<file path="src/mem_pkg.sv">
// ~~~~~~~~~~~~~~~~~~~~~~~~~~~~~~~~~~~~~~~~~~~~~~~~~~~~~~~~~~~~~~~~~~
// Memory controller package: address map, widths, RAM sizes,
// I/O offsets and the access size and region enums
// ~~~~~~~~~~~~~~~~~~~~~~~~~~~~~~~~~~~~~~~~~~~~~~~~~~~~~~~~~~~~~~~~~~

package mem_pkg;

    typedef logic [31:0] word_t;
    typedef logic [3:0]  lanes_t;

    // Access size as sent by the CPU
    typedef enum logic [1:0] {
        SIZE_BYTE = 2'd0,
        SIZE_HALF = 2'd1,
        SIZE_WORD = 2'd2
    } mem_size_t;

    typedef enum logic [1:0] {
        REG_NONE  = 2'd0,
        REG_WORK  = 2'd1,
        REG_PAL   = 2'd2,
        REG_IO    = 2'd3
    } region_t;

    // Top address byte of each area
    localparam logic [7:0] REGION_WORK = 8'h03;
    localparam logic [7:0] REGION_IO   = 8'h04;
    localparam logic [7:0] REGION_PAL  = 8'h05;

    localparam int WORK_WORDS_LOG2 = 13;
    localparam int PAL_WORDS_LOG2  = 7;

    // Object palette starts here, so this bit picks the bank
    localparam logic [31:0] PAL_OBJ_OFFSET = 32'h0000_0200;
    localparam int          PAL_BANK_BIT   = $clog2(PAL_OBJ_OFFSET);

    // Offsets inside the I/O area
    localparam logic [11:0] IO_DISPCNT  = 12'h000;
    localparam logic [11:0] IO_FIFO_A   = 12'h0A0;
    localparam logic [11:0] IO_KEYINPUT = 12'h130;
    localparam logic [11:0] IO_IE_IF    = 12'h200;

    localparam int FIFO_DEPTH      = 8;
    localparam int FIFO_LEVEL_BITS = 4;
    localparam int FIFO_PTR_BITS   = $clog2(FIFO_DEPTH);

endpackage

</file>
<file path="src/mem_bus_if.sv">
// ~~~~~~~~~~~~~~~~~~~~~~~~~~~~~~~~~~~~~~~~~~~~~~~~~~~~~~~~~~~~~~~~~~
// Decoded bus traffic between the control block and the memories
// ~~~~~~~~~~~~~~~~~~~~~~~~~~~~~~~~~~~~~~~~~~~~~~~~~~~~~~~~~~~~~~~~~~

`timescale 1ns/1ps

interface mem_bus_if;
    import mem_pkg::*;

    // Latched address during a write, live address otherwise
    word_t  mem_addr;
    word_t  addr_lat;
    word_t  wdata;
    // Byte lanes, already gated by region
    lanes_t we_work;
    lanes_t we_pal;
    lanes_t we_io;
    word_t  rd_work;
    word_t  rd_pal;
    word_t  rd_io;

    modport ctrl (output mem_addr, addr_lat, wdata, we_work, we_pal, we_io,
                  input  rd_work, rd_pal, rd_io);
    modport work (input mem_addr, wdata, we_work, output rd_work);
    modport pal  (input mem_addr, addr_lat, wdata, we_pal, output rd_pal);
    modport io   (input addr_lat, wdata, we_io, output rd_io);

endinterface

</file>
<file path="src/io_regs.sv">
// ~~~~~~~~~~~~~~~~~~~~~~~~~~~~~~~~~~~~~~~~~~~~~~~~~~~~~~~~~~~~~~~~~~
// I/O registers: DISPCNT, KEYINPUT, IE/IF/IACK and sound FIFO port
// ~~~~~~~~~~~~~~~~~~~~~~~~~~~~~~~~~~~~~~~~~~~~~~~~~~~~~~~~~~~~~~~~~~

`timescale 1ns/1ps

module io_regs (
    input  logic           clock,
    input  logic           reset,
    mem_bus_if.io          mem,
    input  logic [15:0]    buttons,
    input  logic [15:0]    reg_if,
    output logic [15:0]    int_acks,
    output logic           fifo_push,
    input  mem_pkg::word_t fifo_head
);
    import mem_pkg::*;

    logic [11:0] word_off;
    word_t       dispcnt;
    logic [15:0] key_high;
    logic [15:0] ie;
    lanes_t      wr_dispcnt;
    lanes_t      wr_key;
    lanes_t      wr_ie_if;
    lanes_t      wr_fifo;

    assign word_off   = {mem.addr_lat[11:2], 2'b00};
    assign wr_dispcnt = (word_off == IO_DISPCNT)  ? mem.we_io : '0;
    assign wr_key     = (word_off == IO_KEYINPUT) ? mem.we_io : '0;
    assign wr_ie_if   = (word_off == IO_IE_IF)    ? mem.we_io : '0;
    assign wr_fifo    = (word_off == IO_FIFO_A)   ? mem.we_io : '0;

    // Only the low lane pushes a sample
    assign fifo_push = wr_fifo[0];

    always_ff @(posedge clock or posedge reset) begin
        if (reset) begin
            dispcnt  <= '0;
            key_high <= '0;
            ie       <= '0;
            int_acks <= '0;
        end else begin
            for (int i = 0; i < 4; i++) begin
                if (wr_dispcnt[i]) begin
                    dispcnt[8*i +: 8] <= mem.wdata[8*i +: 8];
                end
            end
            for (int i = 0; i < 2; i++) begin
                if (wr_key[i+2]) begin
                    key_high[8*i +: 8] <= mem.wdata[16+8*i +: 8];
                end
                if (wr_ie_if[i]) begin
                    ie[8*i +: 8] <= mem.wdata[8*i +: 8];
                end
                // IACK lives one cycle, a fresh write wins over the clear
                int_acks[8*i +: 8] <= wr_ie_if[i+2] ? mem.wdata[16+8*i +: 8] : 8'h00;
            end
        end
    end

    always_comb begin
        case (word_off)
            IO_DISPCNT:  mem.rd_io = dispcnt;
            IO_KEYINPUT: mem.rd_io = {key_high, buttons};
            IO_IE_IF:    mem.rd_io = {reg_if, ie};
            IO_FIFO_A:   mem.rd_io = fifo_head;
            default:     mem.rd_io = '0;
        endcase
    end

endmodule

</file>
<file path="src/flat_wrapper.sv">
// flat-port wrapper written by rule: the top's interface ports become plain ports
module io_regs_flat import mem_pkg::*;
  (clock, reset, buttons, reg_if, int_acks, fifo_push, fifo_head, mem_addr_lat, mem_wdata, mem_we_io, mem_rd_io);
  mem_bus_if mem_i ();
  input  logic clock;
  input  logic reset;
  input  logic [15:0] buttons;
  input  logic [15:0] reg_if;
  output logic [15:0] int_acks;
  output logic fifo_push;
  input  mem_pkg::word_t fifo_head;
  input wire logic [$bits(mem_i.addr_lat)-1:0] mem_addr_lat;
  input wire logic [$bits(mem_i.wdata)-1:0] mem_wdata;
  input wire logic [$bits(mem_i.we_io)-1:0] mem_we_io;
  output wire logic [$bits(mem_i.rd_io)-1:0] mem_rd_io;
  assign mem_i.addr_lat = mem_addr_lat;
  assign mem_i.wdata = mem_wdata;
  assign mem_i.we_io = mem_we_io;
  assign mem_rd_io = mem_i.rd_io;
  io_regs u_core (.clock(clock), .reset(reset), .mem(mem_i), .buttons(buttons), .reg_if(reg_if), .int_acks(int_acks), .fifo_push(fifo_push), .fifo_head(fifo_head));
endmodule
</file>
<file path="config.mk">
export PLATFORM = sky130hd
export DESIGN_NAME = io_regs_flat
export DESIGN_NICKNAME = d
export VERILOG_FILES = /design/src/mem_pkg.sv /design/src/mem_bus_if.sv /design/src/io_regs.sv /design/src/flat_wrapper.sv
export SDC_FILE = /design/constraint.sdc
export NUM_CORES = 1
export LEC_CHECK = 0
export BUFFER_PORTS_ARGS = -buffer_cell sky130_fd_sc_hd__clkbuf_2
export CAP_MARGIN = 20
export CORE_UTILIZATION = 50
export CTS_CLUSTER_DIAMETER = 60
export DETAILED_ROUTE_END_ITERATION = 12
export PLACE_DENSITY = 0.81
export SLEW_MARGIN = 20
export SYNTH_ARGS = -nofsm -noshare
export SYNTH_HDL_FRONTEND = slang
export SYNTH_SLANG_ARGS = --single-unit
export TNS_END_PERCENT = 20
</file>
<file path="constraint.sdc">
create_clock -name clock -period 3.1 [get_ports clock]
set_input_delay 0.465 -clock clock [delete_from_list [all_inputs] [get_ports clock]]
set_output_delay 0.465 -clock clock [all_outputs]
set_load 0.05 [all_outputs]
</file>
---- After elaboration in Yosys (flattened, before gate mapping) ----
Index checks and enable logic that the tools add are counted.
word-level totals
  bits in registers ....................... 80
  output and inout port bits .............. 49
cells by class
  eq/ne operators ......................... 3
  muxes and demuxes ....................... 7
  reductions and logical operators ........ 1
operators by type and width
  kind                   count
  $pmux W32 S4           1
  $mux W8                2
  $logic_not A12 Y1      1
  $mux W4                3
  $eq A10 B6 Y1 const B  1
  $eq A10 B7 Y1 const B  1
  $eq A10 B8 Y1 const B  1
  $mux W1                1

---- Logic depth before layout (Yosys ltp) ----
  depth in word-level cells ............... 3
  gate-level depth with buffers ........... 6
  mapped depth without buffers ............ 3

---- Worst setup path after synthesis ----
Ideal clock, no wire load.
  kind .................................... input to output
  start ................................... input port mem_addr_lat[11]
  end ..................................... output port mem_rd_io[8]
  setup slack ............................. -136 ps
  arrival ................................. 2771 ps
  cell stages on the path ................. 4
  cells stage by stage .................... nor4_1 > nand2_1 > buf_2 > o31ai_1
on the way
  longest elaborated chain between the ends .. 2
  elaborated cells on any way between the ends .. 5
  classes of those cells .................. 3 x eq/ne; 1 x mux; 1 x reduce/logical
ends and longest elaborated chain
  item                                   RTL line            RTL
  from (decl)                            flat_wrapper.sv:12  input wire logic [$bits(mem_i.addr_lat)-1:0] mem_addr_lat;
  $eq A10 B6 Y1 (tied with other cells)  io_regs.sv:63       case (word_off)
  $pmux W32 S4 *                         io_regs.sv:63
  to (decl)                              flat_wrapper.sv:15  output wire logic [$bits(mem_i.rd_io)-1:0] mem_rd_io;
Every way passes the cells marked *; elsewhere a longest branch is shown, timed or not.

---- Worst setup path after layout ----
  start ................................... input port mem_addr_lat[7]
  end ..................................... output port mem_rd_io[0]
Same word-level chain as after synthesis.

==> key figures <==
Route
  – Total length of routed wires: 13080 microns
  – Number of detailed-routing iterations run before antenna repair: 4
  – Via count normalized by instance count: 5.814
  – Detailed router's first-iteration violation count: 180
  – Count of unresolved DRC violations after routing: 0
  – WL/cell: 18.27 microns
  – Count of nets left with antenna violations after detail routing: 0
  – Vias: 4163

Placement
  – Worst slack, placed: 501.4 ps
  – Cell count after placement: 700
  – Final weighted congestion of routability-driven global placement: 0.8361
  – Buffers added on ports: 160
  – Total half-perimeter wirelength after legalization and detailed placement: 9335 microns
  – Area after DPL: 0.005848 sq mm

Finish
  – Ant diodes: 0
  – Post-route cell area: 0.006085 sq mm
  – Total Nets Final: 716
  – Final core occ: 65.85%
  – Final non-filler cell total: 716
  – Filler cells: 751
  – Relative area change from synthesis to final layout: 28.11%
  – Layout cells sized above 1: 50.43%

Power
  – Power density of the placed cells: 368.3 mW/mm^2
  – Tot Pwr: 2.241 mW
  – Switching pwr: 0.5273 mW
  – Clock group share of total power: 40.5%
  – Int Pwr: 1.714 mW
  – VDD IR max: 0.3100 mV
  – Share of power burned in combinational logic: 12.1%
  – Sw frac: 23.53%
  – Part of the total power dissipated in sequential elements: 47.4%
  – Leakage power summed over all cells: 2.997 nW

GRT
  – Maximum number of pins on one net before global-route repair: 70
  – Residual overflow from global routing: 0
  – Wire length of the first global-routing pass: 21240 microns
  – GRT Overall Usage: 27.39%
  – Vias in the first global route: 4233
  – Antenna violations before repair: 0

Clock network
  – Clock network latency to the later pin of the worst-skew pair: 330 ps
  – Number of sinks on the clock net: 80
  – Post-CTS sizing: 0
  – Post-CTS Hold Fix Bufs: 0
  – Setup fix buffers added after clock tree synthesis: 0
  – Clk pin slew, worst setup/hold paths: 80 ps
  – Number of buffers created by CTS: 9
  – H-tree depth: 3
  – Root buffer selected by CTS: clkbuf_8
  – Clock tree from TritonCTS: done
  – Maximum buffer depth of the clock tree: 2

Logic synthesis
  – Cell type with the highest aggregate area in the netlist: dfrtp_1
  – Netlist cell types: 27
  – Number of nets in the synthesized netlist: 574
  – Proportion of netlist area held by the largest area contributor: 42.15%
  – Number of instances in the synthesized netlist: 440
  – Top cells by area, synth: dfrtp_1 (42%), mux2_2 (23%), and4b_1 (6.7%)
  – Proportion of synthesized chip area in sequential cells: 42.15%
  – Synth Area per Inst: 10.79 sq um
  – Yosys warning count: 0
  – Total of flip-flops plus latches after synthesis: 80
  – Synthesized cell area: 0.004750 sq mm

STA
  – Final period utilization: 85.41%
  – Worst Slack Setup Final: 452.2 ps
  – Fin. Hold Viols: 0
  – Shortest clock period the worst path allows after layout: 2648 ps
  – Final Setup Violations: 0
  – Summed negative setup slack over all endpoints: 0 ps
  – Setup Skew: 0 ps
  – Maximum frequency from static timing analysis: 377.7 MHz
  – Max-slew violation total from the final report: 0
  – Slew Limit Headroom: 52.59%
  – Worst hold slack: 17.21 ps
  – Transition at the pin with the smallest max-transition slack: 705.9 ps
  – Setup repair after global routing missed its margin: no

Run status
  – Status: finished clean

Critical path
  – WP data arrival: 2180 ps
  – Type of the worst setup path: primary input to output port
  – Peak per-stage delay on the critical path: 440 ps
  – Critical R2R Capture: u_core.ie[10]
  – Slowest CP cell: buf_4
  – Worst-path fanout max: 62
  – Beginning of the worst register-to-register path: u_core.ie[10]
  – Data required, critical path: 2630 ps
  – Number of cells traversed by the worst register-to-register path: 1
  – Sort of element at the start of the critical path: primary input
  – CP Cell Sequence: clkbuf_2 > buf_4 > and4b_1 > o21ai_0 > a21oi_1 > buf_12
  – Worst R2R Setup Slack: 2310 ps
  – CP endpoint kind: output port

Floorplanning
  – DIE WIDTH: 99.47 microns
  – Standard-cell row count: 35
  – Area of the core: 0.009240 sq mm
  – DIE AREA: 0.009893 sq mm
  – Ports placed on the boundary: 183
  – Starting utilization of the core area: 51.40%
  – Chip height: 99.47 microns

Job
  – Number of max-capacitance violations reported: 0

Min path
  – Worst hold path type: primary input to asynchronous set/reset pin
==> cell usage in the layout, fill, tap and decap left out, types with 3 or more instances in the layout <==
cell	instances
nor4bb_1	31
mux2_2	95
nor4_4	5
a21oi_1	32
buf_12	13
nand2_1	33
and4b_1	32
dfrtp_1	80
clkbuf_8	9
o21ai_0	31
buf_4	11
nand3_1	17
nand4_2	3
bufinv_16	3
nor2b_1	3
nor2_1	15
clkbuf_2	150
==> worst max-delay path, delay by kind of cell <==
kind / cells / cell delay (ps)
compound gates: 2 / 640
buf+inv: 3 / 790
simple gates: 1 / 260
==> state kept, by name, indices dropped and copies added, names as in the netlist <==
register         cells
u_core.key_high     16
u_core.ie           16
u_core.dispcnt      32
u_core.int_acks     16
==> how the worst max path moves through the flow <==
| stage | from | endpoint | slack (ps) | cells after the start |
|---|---|---|---|---|
| after floorplan | mem_addr_lat[7] | mem_rd_io[26] | 240 | 5 |
| after global placement | mem_addr_lat[11] | mem_rd_io[29] | 510 | 6 |
| after detailed placement | mem_addr_lat[11] | u_core.key_high[1] | 500 | 4 |
| after CTS | mem_addr_lat[7] | mem_rd_io[0] | 520 | 6 |
| after global routing | mem_addr_lat[7] | mem_rd_io[0] | 290 | 6 |
| final | mem_addr_lat[7] | mem_rd_io[0] | 450 | 6 |
==> area by class of cell <==
class,instances,area (sq um),area share (%)
tap,129,161.4,2.653
sequential,80,2002,32.90
timing repair buffer,174,1094,17.97
clock inverter,5,105.1,1.727
clock buffer,11,131.4,2.159
multi-input combinational,315,2582,42.44
inverter,2,8.758,0.1439
==> Yosys cell counts, drive strengths merged <==
library cell	n
nor4	7
mux2	96
nor4bb	31
and2	2
nor3b	1
nand3	17
clkbuf	33
nand2	34
dfrtp	80
and4b	32
or4	2
o21ai	31
nor3	2
o31ai	1
nor2b	4
nor2	15
a21oi	32
nand4b	2
nand4	4
buf	10
inv	2
nand2b	2
==> metal layers <==
metal / vias to the layer above / GRT usage, % / wire [microns]
met1: 2068 / 35.26 / 5597
met3: 21 / 5.903 / 796
met5: - / 0 / 0
li1: 1920 / - / -
met2: 154 / 45.57 / 6400
met4: 0 / 10.07 / 288
==> power by group through the flow <==
stage	clock (mW)	combinational, mW	sequential [mW]
6_report	0.908	0.272	1.06
5_1_grt	0.972	0.295	1.06
4_1_cts	0.921	0.271	1.06
3_3_place_gp	0	0.262	1.08
2_1_floorplan	0	0.144	1.08
3_5_place_dp	0	0.270	1.08
==> logic make-up (layout without fill, tap and decap cells) <==
| kind of cell | Yosys count | after routing | synth area share (%) |
|---|---|---|---|
| flip-flops | 80 | 80 | 42.15 |
| buffers and inverters | 45 | 192 | 3.820 |
| AND/OR/NAND/NOR | 155 | 155 | 24.47 |
| multiplexers | 96 | 96 | 22.76 |
| AO/OA/AOI/OAI | 64 | 64 | 6.797 |
No activity file was read; power rests on OpenSTA's default activity.
