### src/mem_pkg.sv
// ~~~~~~~~~~~~~~~~~~~~~~~~~~~~~~~~~~~~~~~~~~~~~~~~~~~~~~~~~~~~~~~~~~
// Memory controller package: address map, widths, RAM sizes,
// I/O offsets and the access size and region enums
// ~~~~~~~~~~~~~~~~~~~~~~~~~~~~~~~~~~~~~~~~~~~~~~~~~~~~~~~~~~~~~~~~~~

package mem_pkg;

    typedef logic [31:0] word_t;
    typedef logic [3:0]  lanes_t;

    // Access size as sent by the CPU
    typedef enum logic [1:0] {
        SIZE_BYTE = 2'd0,
        SIZE_HALF = 2'd1,
        SIZE_WORD = 2'd2
    } mem_size_t;

    typedef enum logic [1:0] {
        REG_NONE  = 2'd0,
        REG_WORK  = 2'd1,
        REG_PAL   = 2'd2,
        REG_IO    = 2'd3
    } region_t;

    // Top address byte of each area
    localparam logic [7:0] REGION_WORK = 8'h03;
    localparam logic [7:0] REGION_IO   = 8'h04;
    localparam logic [7:0] REGION_PAL  = 8'h05;

    localparam int WORK_WORDS_LOG2 = 13;
    localparam int PAL_WORDS_LOG2  = 7;

    // Object palette starts here, so this bit picks the bank
    localparam logic [31:0] PAL_OBJ_OFFSET = 32'h0000_0200;
    localparam int          PAL_BANK_BIT   = $clog2(PAL_OBJ_OFFSET);

    // Offsets inside the I/O area
    localparam logic [11:0] IO_DISPCNT  = 12'h000;
    localparam logic [11:0] IO_FIFO_A   = 12'h0A0;
    localparam logic [11:0] IO_KEYINPUT = 12'h130;
    localparam logic [11:0] IO_IE_IF    = 12'h200;

    localparam int FIFO_DEPTH      = 8;
    localparam int FIFO_LEVEL_BITS = 4;
    localparam int FIFO_PTR_BITS   = $clog2(FIFO_DEPTH);

endpackage

### src/mem_bus_if.sv
// ~~~~~~~~~~~~~~~~~~~~~~~~~~~~~~~~~~~~~~~~~~~~~~~~~~~~~~~~~~~~~~~~~~
// Decoded bus traffic between the control block and the memories
// ~~~~~~~~~~~~~~~~~~~~~~~~~~~~~~~~~~~~~~~~~~~~~~~~~~~~~~~~~~~~~~~~~~

`timescale 1ns/1ps

interface mem_bus_if;
    import mem_pkg::*;

    // Latched address during a write, live address otherwise
    word_t  mem_addr;
    word_t  addr_lat;
    word_t  wdata;
    // Byte lanes, already gated by region
    lanes_t we_work;
    lanes_t we_pal;
    lanes_t we_io;
    word_t  rd_work;
    word_t  rd_pal;
    word_t  rd_io;

    modport ctrl (output mem_addr, addr_lat, wdata, we_work, we_pal, we_io,
                  input  rd_work, rd_pal, rd_io);
    modport work (input mem_addr, wdata, we_work, output rd_work);
    modport pal  (input mem_addr, addr_lat, wdata, we_pal, output rd_pal);
    modport io   (input addr_lat, wdata, we_io, output rd_io);

endinterface

### src/bus_control.sv
// ~~~~~~~~~~~~~~~~~~~~~~~~~~~~~~~~~~~~~~~~~~~~~~~~~~~~~~~~~~~~~~~~~~
// Bus control: write latch and pause, region and lane decode,
// read data select
// ~~~~~~~~~~~~~~~~~~~~~~~~~~~~~~~~~~~~~~~~~~~~~~~~~~~~~~~~~~~~~~~~~~

`timescale 1ns/1ps

module bus_control (
    input  logic                clock,
    input  logic                reset,
    input  mem_pkg::word_t      bus_addr,
    input  mem_pkg::word_t      bus_wdata,
    input  mem_pkg::mem_size_t  bus_size,
    input  logic                bus_write,
    output logic                bus_pause,
    output mem_pkg::word_t      bus_rdata,
    mem_bus_if.ctrl             mem
);
    import mem_pkg::*;

    word_t     addr_lat;
    mem_size_t size_lat;
    logic      write_lat;
    region_t   region;
    lanes_t    lanes;

    // One register stage; a write seen during pause is dropped
    always_ff @(posedge clock or posedge reset) begin
        if (reset) begin
            addr_lat  <= '0;
            size_lat  <= SIZE_BYTE;
            write_lat <= 1'b0;
        end else begin
            addr_lat  <= bus_addr;
            size_lat  <= bus_size;
            write_lat <= bus_write & ~bus_pause;
        end
    end

    assign bus_pause = write_lat;

    always_comb begin
        case (addr_lat[31:24])
            REGION_WORK: region = REG_WORK;
            REGION_PAL:  region = REG_PAL;
            REGION_IO:   region = REG_IO;
            default:     region = REG_NONE;
        endcase
    end

    // Size and low address bits give the byte lanes
    always_comb begin
        lanes = '0;
        if (write_lat) begin
            case (size_lat)
                SIZE_BYTE: lanes = lanes_t'(4'b0001 << addr_lat[1:0]);
                SIZE_HALF: lanes = addr_lat[1] ? 4'b1100 : 4'b0011;
                SIZE_WORD: lanes = 4'b1111;
                default:   lanes = '0;
            endcase
        end
    end

    assign mem.mem_addr = write_lat ? addr_lat : bus_addr;
    assign mem.addr_lat = addr_lat;
    assign mem.wdata    = bus_wdata;
    assign mem.we_work  = (region == REG_WORK) ? lanes : '0;
    assign mem.we_pal   = (region == REG_PAL)  ? lanes : '0;
    assign mem.we_io    = (region == REG_IO)   ? lanes : '0;

    always_comb begin
        case (region)
            REG_WORK: bus_rdata = mem.rd_work;
            REG_PAL:  bus_rdata = mem.rd_pal;
            REG_IO:   bus_rdata = mem.rd_io;
            default:  bus_rdata = '0;
        endcase
    end

    // Lanes only fire in the pause cycle that follows a requested write
    a_lane_in_pause: assert property (@(posedge clock) disable iff (reset)
        (|(mem.we_work | mem.we_pal | mem.we_io)) |-> bus_pause && $past(bus_write));

    // Requester holds address and size through the pause cycle
    a_hold_in_pause: assert property (@(posedge clock) disable iff (reset)
        bus_pause |-> (bus_addr == addr_lat) && (bus_size == size_lat));

endmodule

### src/flat_wrapper.sv
// flat-port wrapper written by rule: the top's interface ports become plain ports
module bus_control_flat import mem_pkg::*;
  (clock, reset, bus_addr, bus_wdata, bus_size, bus_write, bus_pause, bus_rdata, mem_mem_addr, mem_addr_lat, mem_wdata, mem_we_work, mem_we_pal, mem_we_io, mem_rd_work, mem_rd_pal, mem_rd_io);
  mem_bus_if mem_i ();
  input  logic clock;
  input  logic reset;
  input  mem_pkg::word_t bus_addr;
  input  mem_pkg::word_t bus_wdata;
  input  mem_pkg::mem_size_t bus_size;
  input  logic bus_write;
  output logic bus_pause;
  output mem_pkg::word_t bus_rdata;
  output wire logic [$bits(mem_i.mem_addr)-1:0] mem_mem_addr;
  output wire logic [$bits(mem_i.addr_lat)-1:0] mem_addr_lat;
  output wire logic [$bits(mem_i.wdata)-1:0] mem_wdata;
  output wire logic [$bits(mem_i.we_work)-1:0] mem_we_work;
  output wire logic [$bits(mem_i.we_pal)-1:0] mem_we_pal;
  output wire logic [$bits(mem_i.we_io)-1:0] mem_we_io;
  input wire logic [$bits(mem_i.rd_work)-1:0] mem_rd_work;
  input wire logic [$bits(mem_i.rd_pal)-1:0] mem_rd_pal;
  input wire logic [$bits(mem_i.rd_io)-1:0] mem_rd_io;
  assign mem_mem_addr = mem_i.mem_addr;
  assign mem_addr_lat = mem_i.addr_lat;
  assign mem_wdata = mem_i.wdata;
  assign mem_we_work = mem_i.we_work;
  assign mem_we_pal = mem_i.we_pal;
  assign mem_we_io = mem_i.we_io;
  assign mem_i.rd_work = mem_rd_work;
  assign mem_i.rd_pal = mem_rd_pal;
  assign mem_i.rd_io = mem_rd_io;
  bus_control u_core (.clock(clock), .reset(reset), .bus_addr(bus_addr), .bus_wdata(bus_wdata), .bus_size(bus_size), .bus_write(bus_write), .bus_pause(bus_pause), .bus_rdata(bus_rdata), .mem(mem_i));
endmodule
### config.mk
export PLATFORM = sky130hd
export DESIGN_NAME = bus_control_flat
export DESIGN_NICKNAME = d
export VERILOG_FILES = /design/src/mem_pkg.sv /design/src/mem_bus_if.sv /design/src/bus_control.sv /design/src/flat_wrapper.sv
export SDC_FILE = /design/constraint.sdc
export NUM_CORES = 1
export LEC_CHECK = 0
export BUFFER_PORTS_ARGS = -buffer_cell sky130_fd_sc_hd__buf_4
export CAP_MARGIN = 20
export CORE_AREA = 2 2 118 120
export DETAILED_ROUTE_END_ITERATION = 10
export DIE_AREA = 0 0 120 122
export PLACE_DENSITY_LB_ADDON = 0.15
export SETUP_SLACK_MARGIN = 0.4
export SLEW_MARGIN = 0
export SYNTH_ARGS = -nofsm -noshare
export SYNTH_HDL_FRONTEND = slang
export SYNTH_SLANG_ARGS = --single-unit
### constraint.sdc
create_clock -name clock -period 1.6 [get_ports clock]
set_input_delay 0.32 -clock clock [delete_from_list [all_inputs] [get_ports clock]]
set_output_delay 0.32 -clock clock [all_outputs]
set_load 0.05 [all_outputs]
======== Word level (Yosys, flattened, before mapping) ========
Index checks and enable logic that the tools add are counted.
storage, ports and cells
  bits in registers ....................... 35
  bits of input ports ..................... 165
  logic and storage cells ................. 24
operators by class
  equality and inequality tests ........... 8
  shift operators ......................... 1
  muxes and demuxes ....................... 9
  bitwise gates (word level) .............. 2
  reduce and logical (&&, ||, !) cells .... 1
operators with widths
  kind                   number
  $pmux W32 S3           1
  $mux W32               1
  $mux W4                5
  $eq A8 B3 Y1 const B   2
  $pmux W4 S3            1
  $eq A8 B2 Y1 const B   1
  $eq A2 B2 Y1 const B   3
  $pmux W2 S3            1
  $eq A2 B1 Y1 const B   2
  $shl A1 B2 Y4 const A  1
  $logic_not A2 Y1       1
  $and A1 B1 Y1          1
  $not A1 Y1             1

======== Depth between registers and ports, before layout ========
  word-level depth ........................ 4
  gate-level depth with buffers ........... 6

======== Least setup slack after synthesis ========
No wires, ideal clock.
  kind .................................... reg-to-output
  from .................................... register u_core.addr_lat[29] (netlist: u_core.mem.addr_lat[29])
  to ...................................... output port mem_we_io[0]
  data arrival time ....................... 2.732 ns
  data required time ...................... 1.280 ns
  path slack .............................. -1.452 ns
  stages on the path, launching flop included .. 5
  cells stage by stage .................... dfrtp_1 nor4_4 nand2b_1 buf_2 nor4_1
between the ends
  cells in the longest elaborated chain, start to end .. 4
RTL lines
  item                                          line                text
  from (decl)                                   bus_control.sv:21   word_t addr_lat;
  from (signal assigned)                        bus_control.sv:34   addr_lat <= bus_addr;
  $eq A8 B3 Y1 or $eq A8 B2 Y1 (tied branches)  bus_control.sv:43   case (addr_lat[31:24])
  $pmux W2 S3 (*)                               bus_control.sv:43
  $eq A2 B2 Y1 (*)                              bus_control.sv:69   assign mem.we_io = (region == REG_IO) ? lanes : '0;
  $mux W4 (*)                                   bus_control.sv:69
  to (decl)                                     flat_wrapper.sv:18  output wire logic [$bits(mem_i.we_io)-1:0] mem_we_io;
Every way passes the cells marked *; elsewhere a longest branch is shown, timed or not.

======== Final worst setup path ========
  from .................................... register u_core.addr_lat[29] (netlist: u_core.mem.addr_lat[29])
  to ...................................... output port bus_rdata[2]
between the ends
  cells in the longest elaborated chain, start to end .. 4
RTL lines
  item                                          line                text
  $eq A8 B3 Y1 or $eq A8 B2 Y1 (tied branches)  bus_control.sv:43
  $pmux W2 S3 (*)                               bus_control.sv:43
  $eq A2 B2 Y1 or $eq A2 B1 Y1 (tied branches)  bus_control.sv:72   case (region)
  $pmux W32 S3 (*)                              bus_control.sv:72
  to (decl)                                     flat_wrapper.sv:12  output mem_pkg::word_t bus_rdata;
Marks and branches as above.

==> summary.md <==
| Metric | Value |
|---|---|
| Met1 Wirelength | 4110 um |
| Vias in the first global route | 3,455 |
| Most common cell after layout, fill and taps aside | buf_4 |
| Top post-synthesis cells by area | dfrtp_1, mux2_2, buf_4 |
| Fraction of layout cells with a size suffix above 1 | between 70% and 80% |
| Metal3 WL | ~1300 um |
| Combinational share of power | 45.4% |
| Vias/cell | between 4 and 5 |
| Pin count of the biggest net entering global routing | 35 |
| Yosys warns | 0 |
| Pre-CTS setup slack | -0.331 ns |
| Total wire length after detailed routing | roughly 12,000 um |
| Area leader, netlist | dfrtp_1 |
| Most frequent cells in the layout | buf_4, buf_6, nand2_1, nand3b_1, nand3_1 |
| Clock Skews | 0 ns |
| DRC | 0 |
| Failing checks | negative setup slack |
| Clock Power Share | between 20% and 30% |
| Slew HR | 59.5% |
| Cell Pwr Density | roughly 550 nW/um^2 |
| Number of routed nets with antenna violations | 0 |
| Hold Crit Class | in2async |
| RePlAce Congestion | approximately 0.74 |
| Diodes inserted | 0 |
| Sw frac | a little over a third |
| Top sig layer | met4 |
| Syn avg cell area | slightly below 9 um^2 |
| Hold buffer count at cts | 0 |
| Peak Freq | about 480 MHz |
| Fin Hold WS | 0.0814 ns |
| CP Cell Sequence | nor4_4, buf_6, nand2b_4, clkbuf_16, a31oi_4, buf_6 |
| CTS tree | done |
| Global Route Usage Sum | 15.1% |
| First-pass GRT wire length | 17,700 um |
| Final Instance Count excl. Fillers | between 700 and 800 |
| Unique cell type count in the Yosys netlist | 25 |
| Placed cells | 691 |
| FP Rows | 43 |
| Setup WS post-layout | -0.493 ns |
| Outcome | finished, violations left |
| DR pass1 iterations | 6 |
| Vias | around 3,200 |
| Worst path required time | roughly 1.3 ns |
| Register-to-register setup slack | about 0.64 ns |
| Post-synthesis instance total | roughly 290 |
| Met2 WL | 6170 um |
| Clk root buf | clkbuf_16 |
| Sequential power share | around 28% |
| Width of the die | 120 um |
| Initial antenna violation count | 0 |
| CP Data Arrival Time | about 1.8 ns |
| Fin crit period | ~2.1 ns |
| Most frequent cell on the critical path | buf_6 |
| Io pins | roughly 310 |
| #FFs+latches synth | 35 |
| CP max FO | 5 |
| Grt total ovfl | 0 |
| Post-DP HPWL | about 8800 um |
| Layout area overhead | 149% |
| Leakage | about 2.6 nW |
| Cts bufs inserted | 5 |
| Clk sinks | 35 |
| Routed length per instance | 16.3 um |
| Die Y | approximately 120 um |
| Final worst-path cycle share | 131% |
| Max Cap Violations | 0 |
| Core footprint | 13,500 um^2 |
| Slew Viols, Final | 0 |
| Starting Density | 18.7% |
| Clk_lat worst skew | between 0.2 and 0.3 ns |
| Buffers on Ports | between 200 and 250 |
| Sequential area share after synthesis | about a third |
| Mapped cell area | 2530 um^2 |
| Layout Utilization | between 40% and 50% |
| Slowest-stage cell, CP | dfrtp_2 |
| Cell internal pwr | 2.26 mW |
| CP Capture Type | primary output |
| H-Tree Level Count | 2 |
| Max stage delay on crit path | about 0.42 ns |
| Reg clk slew, reported paths | 0.05 ns |
| RSZ-0062 raised after global routing | true |
| Net switching power | ~1.2 mW |
| Sum Neg Setup Slack | -26.88 ns |
| Setup-failing EPs final | 76 |
| Clk buf depth | 2 |
| Post-Syn Nets | ~450 |
| Yosys top cell area share | approximately 35% |
| Worst setup SP type | flop |
| Slew @ Worst Pin | 0.603 ns |
| Setup Crit Path Kind | reg2out |
| Initial DRC Count | 76 |
| VDD IR max | around 0.85 mV |
| NumNets Final | 700 |
| Die ar. | about 15,000 um^2 |
| Hold Vio Cnt, Final | 0 |
-- what timing repair did --
item	4_1_cts	5_1_grt
gates resized for setup	121	30
buffers inserted	6	4
cloned	2	5
pin swaps	5	0
endpoints found under the setup margin	87	93
-- worst paths after layout --
path / cells after the start / end / start
min in group clock: 1 / u_core.size_lat[1]$_DFF_PP0_ / bus_size[1]
min: 3 / u_core.mem.addr_lat[18]$_DFF_PP0_ / reset
max reg2reg: 3 / u_core.bus_pause$_DFF_PP0_ / u_core.bus_pause$_DFF_PP0_
max in group asynchronous: 3 / u_core.mem.addr_lat[30]$_DFF_PP0_ / reset
min reg2reg: 3 / u_core.bus_pause$_DFF_PP0_ / u_core.bus_pause$_DFF_PP0_
max: 6 / bus_rdata[2] / u_core.mem.addr_lat[29]$_DFF_PP0_
-- through the flow --
stage | power, mW | cell area (um^2)
after floorplan | 2.00 | 3310
after global placement | 2.35 | 5350
after detailed placement | 2.36 | 5350
after CTS | 3.47 | 6050
after global routing | 3.64 | 6300
final | 3.47 | 6300
-- flip-flops by register name (all words and copies together), names as in the netlist --
register,cells
u_core.size_lat,2
u_core.bus_pause,1
u_core.mem.addr_lat,32
-- area by class of cell --
| cell class | instances | area [um^2] |
|---|---|---|
| Clock buffer | 7 | 133 |
| Clock inverter | 1 | 5.00 |
| Fill cell | 1233 | 7210 |
| Inverter | 2 | 7.51 |
| Multi-Input combinational cell | 192 | 2050 |
| Sequential cell | 35 | 887 |
| Tap cell | 180 | 225 |
| Timing Repair Buffer | 299 | 2990 |
-- cells by family (layout without fill, tap and decap cells) --
family | after synthesis | after routing | share of synthesized area [%]
and+or+nand+nor | 120 | 121 | 26.8
DFF | 35 | 35 | 34.7
muxes | 32 | 32 | 14.3
AOI/OAI and AO/OA | 39 | 39 | 9.70
buffers and inverters | 60 | 309 | 14.6
-- synth_stat cells, drive strengths merged --
master and n:
nand3 32, nor3b 1, inv 2, a21boi 1, nor4 3, a21oi 2
buf 51, nand4b 1, nand2 34, o21ba 1, o21ai 2, dfrtp 35
clkbuf 7, mux2 32, nand3b 32, nand2b 3, nor2 4, o21a 1
nand4bb 1, nor3 6, and2 1, a31oi 32, nor2b 2
-- worst max-delay path: cells and delay by family (launching register included) --
kind / cells / cell delay, ns
AOI/OAI and AO/OA: 1 / 0.14
DFF: 1 / 0.42
buffers and inverters: 3 / 0.54
and+or+nand+nor: 2 / 0.40
-- power groups by stage --
stage	registers [mW]	clock network [mW]	logic [mW]
floorplan	1.14	0	0.866
global placement	0.990	0	1.36
detailed placement	0.989	0	1.37
CTS	0.976	0.955	1.53
global route	0.985	0.996	1.66
finish	0.978	0.918	1.57
-- per-layer routing --
| layer | vias up | global-route usage [%] |
|---|---|---|
| met5 | - | 0 |
| met2 | 183 | 27.4 |
| met1 | 1533 | 16.3 |
| li1 | 1504 | - |
| met3 | 6 | 6.32 |
| met4 | 0 | 3.24 |
(Power assumes the default switching activity.)
