<file path="src/mem_pkg.sv">
// ~~~~~~~~~~~~~~~~~~~~~~~~~~~~~~~~~~~~~~~~~~~~~~~~~~~~~~~~~~~~~~~~~~
// Memory controller package: address map, widths, RAM sizes,
// I/O offsets and the access size and region enums
// ~~~~~~~~~~~~~~~~~~~~~~~~~~~~~~~~~~~~~~~~~~~~~~~~~~~~~~~~~~~~~~~~~~

package mem_pkg;

    typedef logic [31:0] word_t;
    typedef logic [3:0]  lanes_t;

    // Access size as sent by the CPU
    typedef enum logic [1:0] {
        SIZE_BYTE = 2'd0,
        SIZE_HALF = 2'd1,
        SIZE_WORD = 2'd2
    } mem_size_t;

    typedef enum logic [1:0] {
        REG_NONE  = 2'd0,
        REG_WORK  = 2'd1,
        REG_PAL   = 2'd2,
        REG_IO    = 2'd3
    } region_t;

    // Top address byte of each area
    localparam logic [7:0] REGION_WORK = 8'h03;
    localparam logic [7:0] REGION_IO   = 8'h04;
    localparam logic [7:0] REGION_PAL  = 8'h05;

    localparam int WORK_WORDS_LOG2 = 13;
    localparam int PAL_WORDS_LOG2  = 7;

    // Object palette starts here, so this bit picks the bank
    localparam logic [31:0] PAL_OBJ_OFFSET = 32'h0000_0200;
    localparam int          PAL_BANK_BIT   = $clog2(PAL_OBJ_OFFSET);

    // Offsets inside the I/O area
    localparam logic [11:0] IO_DISPCNT  = 12'h000;
    localparam logic [11:0] IO_FIFO_A   = 12'h0A0;
    localparam logic [11:0] IO_KEYINPUT = 12'h130;
    localparam logic [11:0] IO_IE_IF    = 12'h200;

    localparam int FIFO_DEPTH      = 8;
    localparam int FIFO_LEVEL_BITS = 4;
    localparam int FIFO_PTR_BITS   = $clog2(FIFO_DEPTH);

endpackage

</file>
<file path="src/sound_fifo.sv">
// ~~~~~~~~~~~~~~~~~~~~~~~~~~~~~~~~~~~~~~~~~~~~~~~~~~~~~~~~~~~~~~~~~~
// Sound sample FIFO with level count and clear
// ~~~~~~~~~~~~~~~~~~~~~~~~~~~~~~~~~~~~~~~~~~~~~~~~~~~~~~~~~~~~~~~~~~

`timescale 1ns/1ps

module sound_fifo (
    input  logic                                clock,
    input  logic                                reset,
    input  logic                                push,
    input  logic                                pop,
    input  logic                                clear,
    input  mem_pkg::word_t                      din,
    output mem_pkg::word_t                      dout,
    output logic [mem_pkg::FIFO_LEVEL_BITS-1:0] level
);
    import mem_pkg::*;

    word_t                    ram [FIFO_DEPTH];
    logic [FIFO_PTR_BITS-1:0] wr_ptr;
    logic [FIFO_PTR_BITS-1:0] rd_ptr;
    logic                     do_push;
    logic                     do_pop;

    // Push when full and pop when empty are dropped
    assign do_push = push && (level != FIFO_LEVEL_BITS'(FIFO_DEPTH));
    assign do_pop  = pop && (level != '0);
    assign dout    = ram[rd_ptr];

    always_ff @(posedge clock) begin
        if (do_push) begin
            ram[wr_ptr] <= din;
        end
    end

    always_ff @(posedge clock or posedge reset) begin
        if (reset) begin
            wr_ptr <= '0;
            rd_ptr <= '0;
            level  <= '0;
        end else if (clear) begin
            wr_ptr <= '0;
            rd_ptr <= '0;
            level  <= '0;
        end else begin
            if (do_push) begin
                wr_ptr <= wr_ptr + 1'b1;
            end
            if (do_pop) begin
                rd_ptr <= rd_ptr + 1'b1;
            end
            // Push and pop together leave the level alone
            if (do_push && !do_pop) begin
                level <= level + 1'b1;
            end else if (do_pop && !do_push) begin
                level <= level - 1'b1;
            end
        end
    end

    a_level_bound: assert property (@(posedge clock) disable iff (reset)
        level <= FIFO_LEVEL_BITS'(FIFO_DEPTH));

endmodule

</file>
<file path="config.mk">
export PLATFORM = sky130hd
export DESIGN_NAME = sound_fifo
export DESIGN_NICKNAME = d
export VERILOG_FILES = /design/src/mem_pkg.sv /design/src/sound_fifo.sv
export SDC_FILE = /design/constraint.sdc
export NUM_CORES = 1
export LEC_CHECK = 0
export BUFFER_PORTS_ARGS = -buffer_cell sky130_fd_sc_hd__buf_2
export CAP_MARGIN = 10
export CORE_AREA = 5 5 175 144
export CTS_BUF_LIST = sky130_fd_sc_hd__clkbuf_8
export CTS_CLUSTER_SIZE = 12
export DETAILED_ROUTE_END_ITERATION = 10
export DIE_AREA = 0 0 180 149
export GPL_ROUTABILITY_DRIVEN = 0
export GPL_TIMING_DRIVEN = 0
export HOLD_SLACK_MARGIN = 0.05
export MAX_ROUTING_LAYER = met4
export PLACE_DENSITY = 0.74
export SYNTH_ARGS = -nofsm -noshare
export SYNTH_HDL_FRONTEND = slang
export SYNTH_SLANG_ARGS = --single-unit
</file>
<file path="constraint.sdc">
create_clock -name clock -period 4.8 [get_ports clock]
set_input_delay 1.2 -clock clock [delete_from_list [all_inputs] [get_ports clock]]
set_output_delay 1.2 -clock clock [all_outputs]
set_load 0.01 [all_outputs]
</file>
# Yosys cells after proc, flatten, opt, wreduce, memory -nomap -nowiden
# Memories as Yosys holds them, arrays and structs flattened.
# Index checks and enable logic that the tools add are counted.
# totals
inputBits	37
latch_bits	0
regBits	10
output_inout_bits	36
ram_bits	256
memories	1
mem_bits_ro	0
# op_classes
mul	0
n_eq_ne	1
n_mux	9
n_lt_le_gt_ge	0
n_div	0
shifts	0
n_addsub	4
n_bitwise	0
reduce_logical	10
# memory_table
memory	words	width	read_ports	rd_ports_with_merged_regs	write_ports	line_no	rtl
ram	8	32	1	0	1	sound_fifo.sv:19	word_t ram [FIFO_DEPTH];
# ops
operator	count
2-to-1 mux 3 bit	4
2-to-1 mux 4 bit	3
adder 3 x 1 -> 3 bit, second input constant	2
adder 4 x 1 -> 4 bit, second input constant	1
logical AND 1 bit	4
!= test 4 bit, second input constant	1
nonzero test 2 bit	2
nonzero test 4 bit	1
subtractor 4 x 1 -> 4 bit, second input constant	1
nonzero test 3 bit	1
zero test 1 bit	2
2-to-1 mux 1 bit	2

# Longest topological paths before layout
# Gate-level depths: netlist (run 1).
# depth
depth_word	7
mapped_depth	10
mapped_depth_nobuf	8

# Worst setup path before layout (run 1)
# No wires, ideal clock.
# synth_path
kind	input -> register
from	input port push
to	memory ram[0][0] (netlist name), enable pin
n_path_buf	1
slack_ns	-0.391
required_time_ns	4.299
path_stages	3
setup_time_ns	0.501
arrival_ns	4.690
cell_sequence	clkbuf_1 > o21ai_2 > nor4_1
# synth_via
elab_chain_len	3
# synth_rtl
element	line_no	rtl
start, declared	sound_fifo.sv:10	input logic push,
logical AND 1 bit	sound_fifo.sv:26	assign do_push = push && (level != FIFO_LEVEL_BITS'(FIFO_DEPTH));
2-to-1 mux 1 bit	sound_fifo.sv:31	if (do_push) begin
2-to-1 mux 1 bit (implied by the code)	sound_fifo.sv:32	ram[wr_ptr] <= din;
end, declared	sound_fifo.sv:19	
# No other way between the ends.

# Worst setup path after layout (run 1)
# layout_path
from	register rd_ptr[1]
to	output port dout[20]
# layout_via
elab_chain_len	1
# layout_rtl
element	line_no	rtl
start, declared	sound_fifo.sv:21	logic [FIFO_PTR_BITS-1:0] rd_ptr;
start signal, assigned	sound_fifo.sv:50	rd_ptr <= rd_ptr + 1'b1;
memory (8 x 32 bit)	--	
end, declared	sound_fifo.sv:14	output mem_pkg::word_t dout,
# No other way between the ends.

==> results.tsv, run 1 <==
stage	metric	value	unit
setup_path	critical-path-max-stage-delay	0.64	ns
power_and_ir_drop	pwr-share-comb	0.253	
setup_path	worst-path-buf-inv	3	
run	maxCapViolCount	0	
place	place_inst	850	
drt	vias_per_cell	5.29	
clocking	cts.sinks	266	
cells_and_area	fillers	1779	
timing	worst_slew_pin_slew	0.999	ns
clocking	cts.repair.resized	0	
drt	wirelength	20.7	mm
power_and_ir_drop	pwr-share-clk	0.286	
setup_path	cp_slowest_cell	clkbuf_1	
cells_and_area	final_area	0.0121	sq mm
synthesis	synth-edff-count	256	
power_and_ir_drop	p_sw_frac	0.276	
die	initial_core_util	0.445	
synthesis	synth_nets	490	
drt	post-route-drc-count	0	
worst_hold_path	hp-class	in2async	
setup_path	startpoint	rd_ptr[1]	
cells_and_area	drive_gt1_frac	0.417	
die	ios	73	
drt	vias	4908	
global_routing	grt_usage	0.159	
setup_path	startpoint_type	flip-flop	
timing	timing.final.max_slew_violations	0	
place	place_ws	1.21	ns
global_routing	grt_pass1_vias	5344	
setup_path	cp_num_cells	5	
setup_path	cp-endpoint	dout[20]	
synthesis	async_reset_ff_frac	0.0376	
setup_path	cp_max_fo	10	
power_and_ir_drop	power.density	497	mW/mm^2
setup_path	cpMostUsedCell	clkbuf_1	
setup_path	worstRegToRegCells	10	
synthesis	synth_flop_cell	edfxtp_1	
power_and_ir_drop	irDropWorstVdd	0.208	mV
timing	grt_setup_unrepaired	no	
cells_and_area	mostFrequentLayoutCells	edfxtp_1, buf_2, mux4_2	
timing	fin_skew	0.0131	ns
power_and_ir_drop	switching_power	0.00166	W
setup_path	r2r_slack	1.55	ns
global_routing	grt.overflow.total	0	
die	die_area	0.0268	sq mm
drt	wire_per_inst	22.3	um
clocking	cts_root_buf	clkbuf_8	
synthesis	avgSynthCellArea	22.9	sq um
clocking	cts_buffers	41	
setup_path	path_cells	clkbuf_1 -> clkbuf_1 -> mux4_2 -> mux2_2 -> buf_2	
power_and_ir_drop	p_seq_frac	0.461	
clocking	cts_setup_buffers	0	
clocking	holdBufCountCts	0	
timing	relSlewSlack	0.330	
run_status	outcome	finished, final reports clean	
setup_path	worstPathArrival	2.87	ns
synthesis	synth-seq-cells	266	
setup_path	required	3.60	ns
place	place_hpwl	13.2	mm
place	place.port_buffers	71	
cells_and_area	final_common_cell	edfxtp_1	
cells_and_area	nets	623	
drt	drt_pre_antenna_iters	5	
global_routing	antenna_found_initial	3	
die	die_w	180	um
cells_and_area	final_cells	927	
setup_path	end_kind	output port	
synthesis	synthDistinctLibCells	30	
cells_and_area	area_delta_synth_final	17.5	%
power_and_ir_drop	p_int	0.00435	W
setup_path	reg2reg_to	level[3]	
clocking	clk_latency	0.53	ns
clocking	cts_tree	yes	
die	die_height	149	um
clocking	clk_pin_slew	0.06	ns
drt	ant_nets	0	
setup_path	r2r-start	level[0]	
timing	finalSetupViolCount	0	
synthesis	synthTopCellsByArea	edfxtp_1, mux4_2, mux2_2	
global_routing	grt_pass1_wl	31.5	mm
timing	final-hold-violation-count	0	
setup_path	crit_family	buffers and inverters	
timing	setup_tns	0	ns
global_routing	grt_max_degree	23	
timing	fin_crit	4.07	ns
synthesis	synth_top_area_cell	edfxtp_1	
synthesis	yosysSeqAreaShare	0.773	
synthesis	synth_top_cell_area_share	0.748	
synthesis	yosys_warnings	0	
timing	whs	0.665	ns
synthesis	synthCells	448	
timing	setup_slack	0.729	ns
place	placed_area	0.0113	sq mm
die	coreArea	0.0231	sq mm
clocking	clk_path_buf_depth	3	
drt	dr.first_iter.drc_count	285	
clocking	htreeDepth	2	
power_and_ir_drop	p_leak	3.98	nW
synthesis	syn-cell-area	0.0103	sq mm
die	rows	50	
setup_path	critPathKind	reg2out	
timing	fmax	0.246	GHz
timing	period_share	0.848	
[per-layer routing]
metal  global-route usage  vias up  share of wire
met4               0.0381        0          0.019
li1                     -     2157              -
met5                    -        -              0
met2                0.265      153           0.50
met3               0.0388       39          0.061
met1                0.200     2559           0.42
[cell families after synthesis]
logic type	share of synthesized area
simple gates	0.0155
flops	0.773
xor+xnor	0.00512
mux	0.180
fa+ha+maj	0.00682
buf+inv	0.0113
compound gates	0.00865
[cells in the mapped netlist, types with 2 or more instances]
library cell and n:
a211oi_1 3, ha_1 4, mux2_2 32, nor2_1 12, or3_1 2, mux2i_1 3, nor4_1 2, mux4_2 64
xor2_1 3, edfxtp_1 256, buf_2 6, clkbuf_1 15, nand2_1 4, o211ai_1 2, a21oi_1 3, nor3_1 6
xnor2_1 3, dfrtp_1 10, inv_1 5, nand2b_1 3
[registers in the layout, indices dropped and copies added (netlist names)]
name / count
rd_ptr: 3
wr_ptr: 3
level: 4
ram: 256
[stage by stage]
step                       util  total power, W
after CTS                 0.523         0.00609
after global placement    0.478         0.00428
after detailed placement  0.490         0.00436
after floorplan               -         0.00385
after global routing      0.523         0.00630
final                     0.523         0.00601
[power groups by stage]
stage          Sequential (W)  Clock [W]  Combinational, W
3_3_place_gp          0.00282          0           0.00146
6_report              0.00277    0.00172           0.00152
5_1_grt               0.00278    0.00187           0.00166
4_1_cts               0.00277    0.00177           0.00155
2_1_floorplan         0.00281          0           0.00104
3_5_place_dp          0.00281          0           0.00155
[area by class of cell]
cell class,instances,area [sq um],share of cell area
diodes,3,7.51,0.000622
plain buffers,22,97.6,0.00808
clock buffers,43,592,0.0490
clock inverters,31,154,0.0127
inverters,5,18.8,0.00155
multi-input cells,155,2270,0.188
flip-flops and latches,266,7940,0.658
well taps,312,390,0.0323
repair buffers,90,599,0.0496
[worst min path at each step]
stage                   start         to  cells after the start
floorplan           wr_ptr[2]  wr_ptr[2]                      2
global placement    wr_ptr[2]  wr_ptr[2]                      2
detailed placement   level[1]   level[1]                      2
CTS                     reset   level[3]                      2
global route            reset   level[1]                      2
finish                  reset   level[3]                      2
(Power assumes the default switching activity.)
==> run 2, diff against run 1 <==
--- a/config.mk
+++ b/config.mk
@@ -16,7 +16,7 @@
 export GPL_TIMING_DRIVEN = 0
 export HOLD_SLACK_MARGIN = 0.05
 export MAX_ROUTING_LAYER = met4
-export PLACE_DENSITY = 0.74
+export PLACE_DENSITY = 0.72
 export SYNTH_ARGS = -nofsm -noshare
 export SYNTH_HDL_FRONTEND = slang
 export SYNTH_SLANG_ARGS = --single-unit
==> constraint.sdc (replaced) <==
create_clock -name clock -period 4.2 [get_ports clock]
set_input_delay 1.05 -clock clock [delete_from_list [all_inputs] [get_ports clock]]
set_output_delay 1.05 -clock clock [all_outputs]
set_load 0.01 [all_outputs]
==> results.tsv, run 2 (synthesis results as in run 1) <==
stage	metric	value	unit
timing	whs	0.514	ns
cells_and_area	nets	627	
clocking	htreeDepth	2	
run_status	outcome	finished, final reports clean	
setup_path	cp_slowest_cell	clkbuf_1	
power_and_ir_drop	power.density	560	mW/mm^2
cells_and_area	regMostFlops	ram	
die	die_area	0.0268	sq mm
setup_path	cpMostUsedCell	clkbuf_1	
timing	fin_crit	3.92	ns
setup_path	end_kind	output port	
timing	fin_skew	0.0243	ns
clocking	cts_setup_buffers	0	
clocking	cts_tree	yes	
drt	ant_nets	0	
setup_path	worstPathArrival	2.87	ns
cells_and_area	top_regs	ram x256, level x4	
timing	grt_setup_unrepaired	no	
drt	vias_per_cell	5.30	
setup_path	critPathKind	reg2out	
setup_path	worst-path-buf-inv	3	
die	die_height	149	um
cells_and_area	final_common_cell	edfxtp_1	
timing	period_share	0.934	
drt	drt_pre_antenna_iters	4	
setup_path	r2r_slack	1.02	ns
clocking	cts_root_buf	clkbuf_8	
cells_and_area	largest_reg_flops	256	
global_routing	grt_usage	0.161	
power_and_ir_drop	irDropWorstVdd	0.261	mV
clocking	clk_pin_slew	0.06	ns
setup_path	required	3.15	ns
clocking	clk_latency	0.53	ns
clocking	cts.repair.resized	0	
cells_and_area	mostFrequentLayoutCells	edfxtp_1, buf_2, mux4_2	
timing	final-hold-violation-count	0	
drt	post-route-drc-count	0	
place	place_ws	0.768	ns
global_routing	antenna_found_initial	3	
timing	setup_slack	0.276	ns
cells_and_area	fin_util	0.524	
die	die_w	180	um
global_routing	grt_pass1_wl	32.0	mm
power_and_ir_drop	p_leak	4.01	nW
timing	fmax	0.255	GHz
clocking	holdBufCountCts	0	
drt	wirelength	20.6	mm
drt	dr.first_iter.drc_count	389	
clocking	cts_buffers	42	
drt	wire_per_inst	22.2	um
die	ios	73	
setup_path	crit_family	buffers and inverters	
global_routing	grt_max_degree	19	
setup_path	r2r-start	level[0]	
global_routing	grt_pass1_vias	5365	
worst_hold_path	hp-class	in2async	
die	initial_core_util	0.445	
drt	vias	4914	
cells_and_area	area_delta_synth_final	17.8	%
die	rows	50	
power_and_ir_drop	total_power	0.00677	W
setup_path	cp_max_fo	10	
timing	relSlewSlack	0.386	
global_routing	grt.overflow.total	0	
setup_path	startpoint_type	flip-flop	
cells_and_area	drive_gt1_frac	0.413	
setup_path	path_cells	clkbuf_1 -> clkbuf_1 -> mux4_2 -> mux2_2 -> buf_2	
timing	finalSetupViolCount	0	
setup_path	reg2reg_to	level[3]	
setup_path	worstRegToRegCells	10	
place	place.port_buffers	71	
run	maxCapViolCount	0	
clocking	clk_path_buf_depth	3	
timing	worst_slew_pin_slew	0.920	ns
place	place_hpwl	13.7	mm
clocking	cts.sinks	266	
setup_path	critical-path-max-stage-delay	0.66	ns
timing	timing.final.max_slew_violations	0	
die	coreArea	0.0231	sq mm
run 2: cell count changes in the layout (fill, tap and decap cells not counted), sizes merged:
cell,delta
inv,+5
bufinv,-1
buf,+3
clkbuf,-1
clkinv,-5
run 2: through the flow:
step | TNS [ns] | std cells | instance area, sq um
5_1_grt | 0 | 928 | 12100
3_3_place_gp | -375.45 | 831 | 11000
3_5_place_dp | 0 | 853 | 11400
4_1_cts | 0 | 925 | 12100
2_1_floorplan | -0.219 | 448 | 10300
6_report | 0 | 928 | 12100
run 2: power by group:
group	internal (W)	switching [W]	total, W	leakage (nW)
clock network	0.000929	0.000942	0.00187	0.417
registers	0.00309	0.0000754	0.00316	2.46
logic	0.000872	0.000865	0.00174	1.13
total	0.00489	0.00188	0.00677	4.01
run 2: worst max-delay path by stage:
stage / slack [ns] / start / cells past startpoint / to
finish: 0.28 / rd_ptr[1] / 5 / dout[22]
global route: 0.09 / rd_ptr[1] / 5 / dout[28]
CTS: 0.20 / rd_ptr[1] / 5 / dout[22]
detailed placement: 0.77 / rd_ptr[1] / 5 / dout[22]
global placement: -2.37 / push / 3 / ram[6][16]
floorplan: -0.002 / push / 3 / ram[4][0]
run 2: metal layers:
metal / wire, um / share of wire / track usage
met5: 0 / 0 / -
met4: 372 / 0.018 / 0.0407
met3: 1130 / 0.055 / 0.0363
met2: 10100 / 0.49 / 0.258
met1: 8990 / 0.44 / 0.214
run 2: final cells by class:
type / count / area (sq um)
fillers: 1785 / 11000
flip-flops and latches: 266 / 7940
multi-input cells: 155 / 2270
repair buffers: 93 / 667
clock buffers: 42 / 578
well taps: 312 / 390
clock inverters: 30 / 124
plain buffers: 22 / 97.6
inverters: 5 / 18.8
diodes: 3 / 7.51
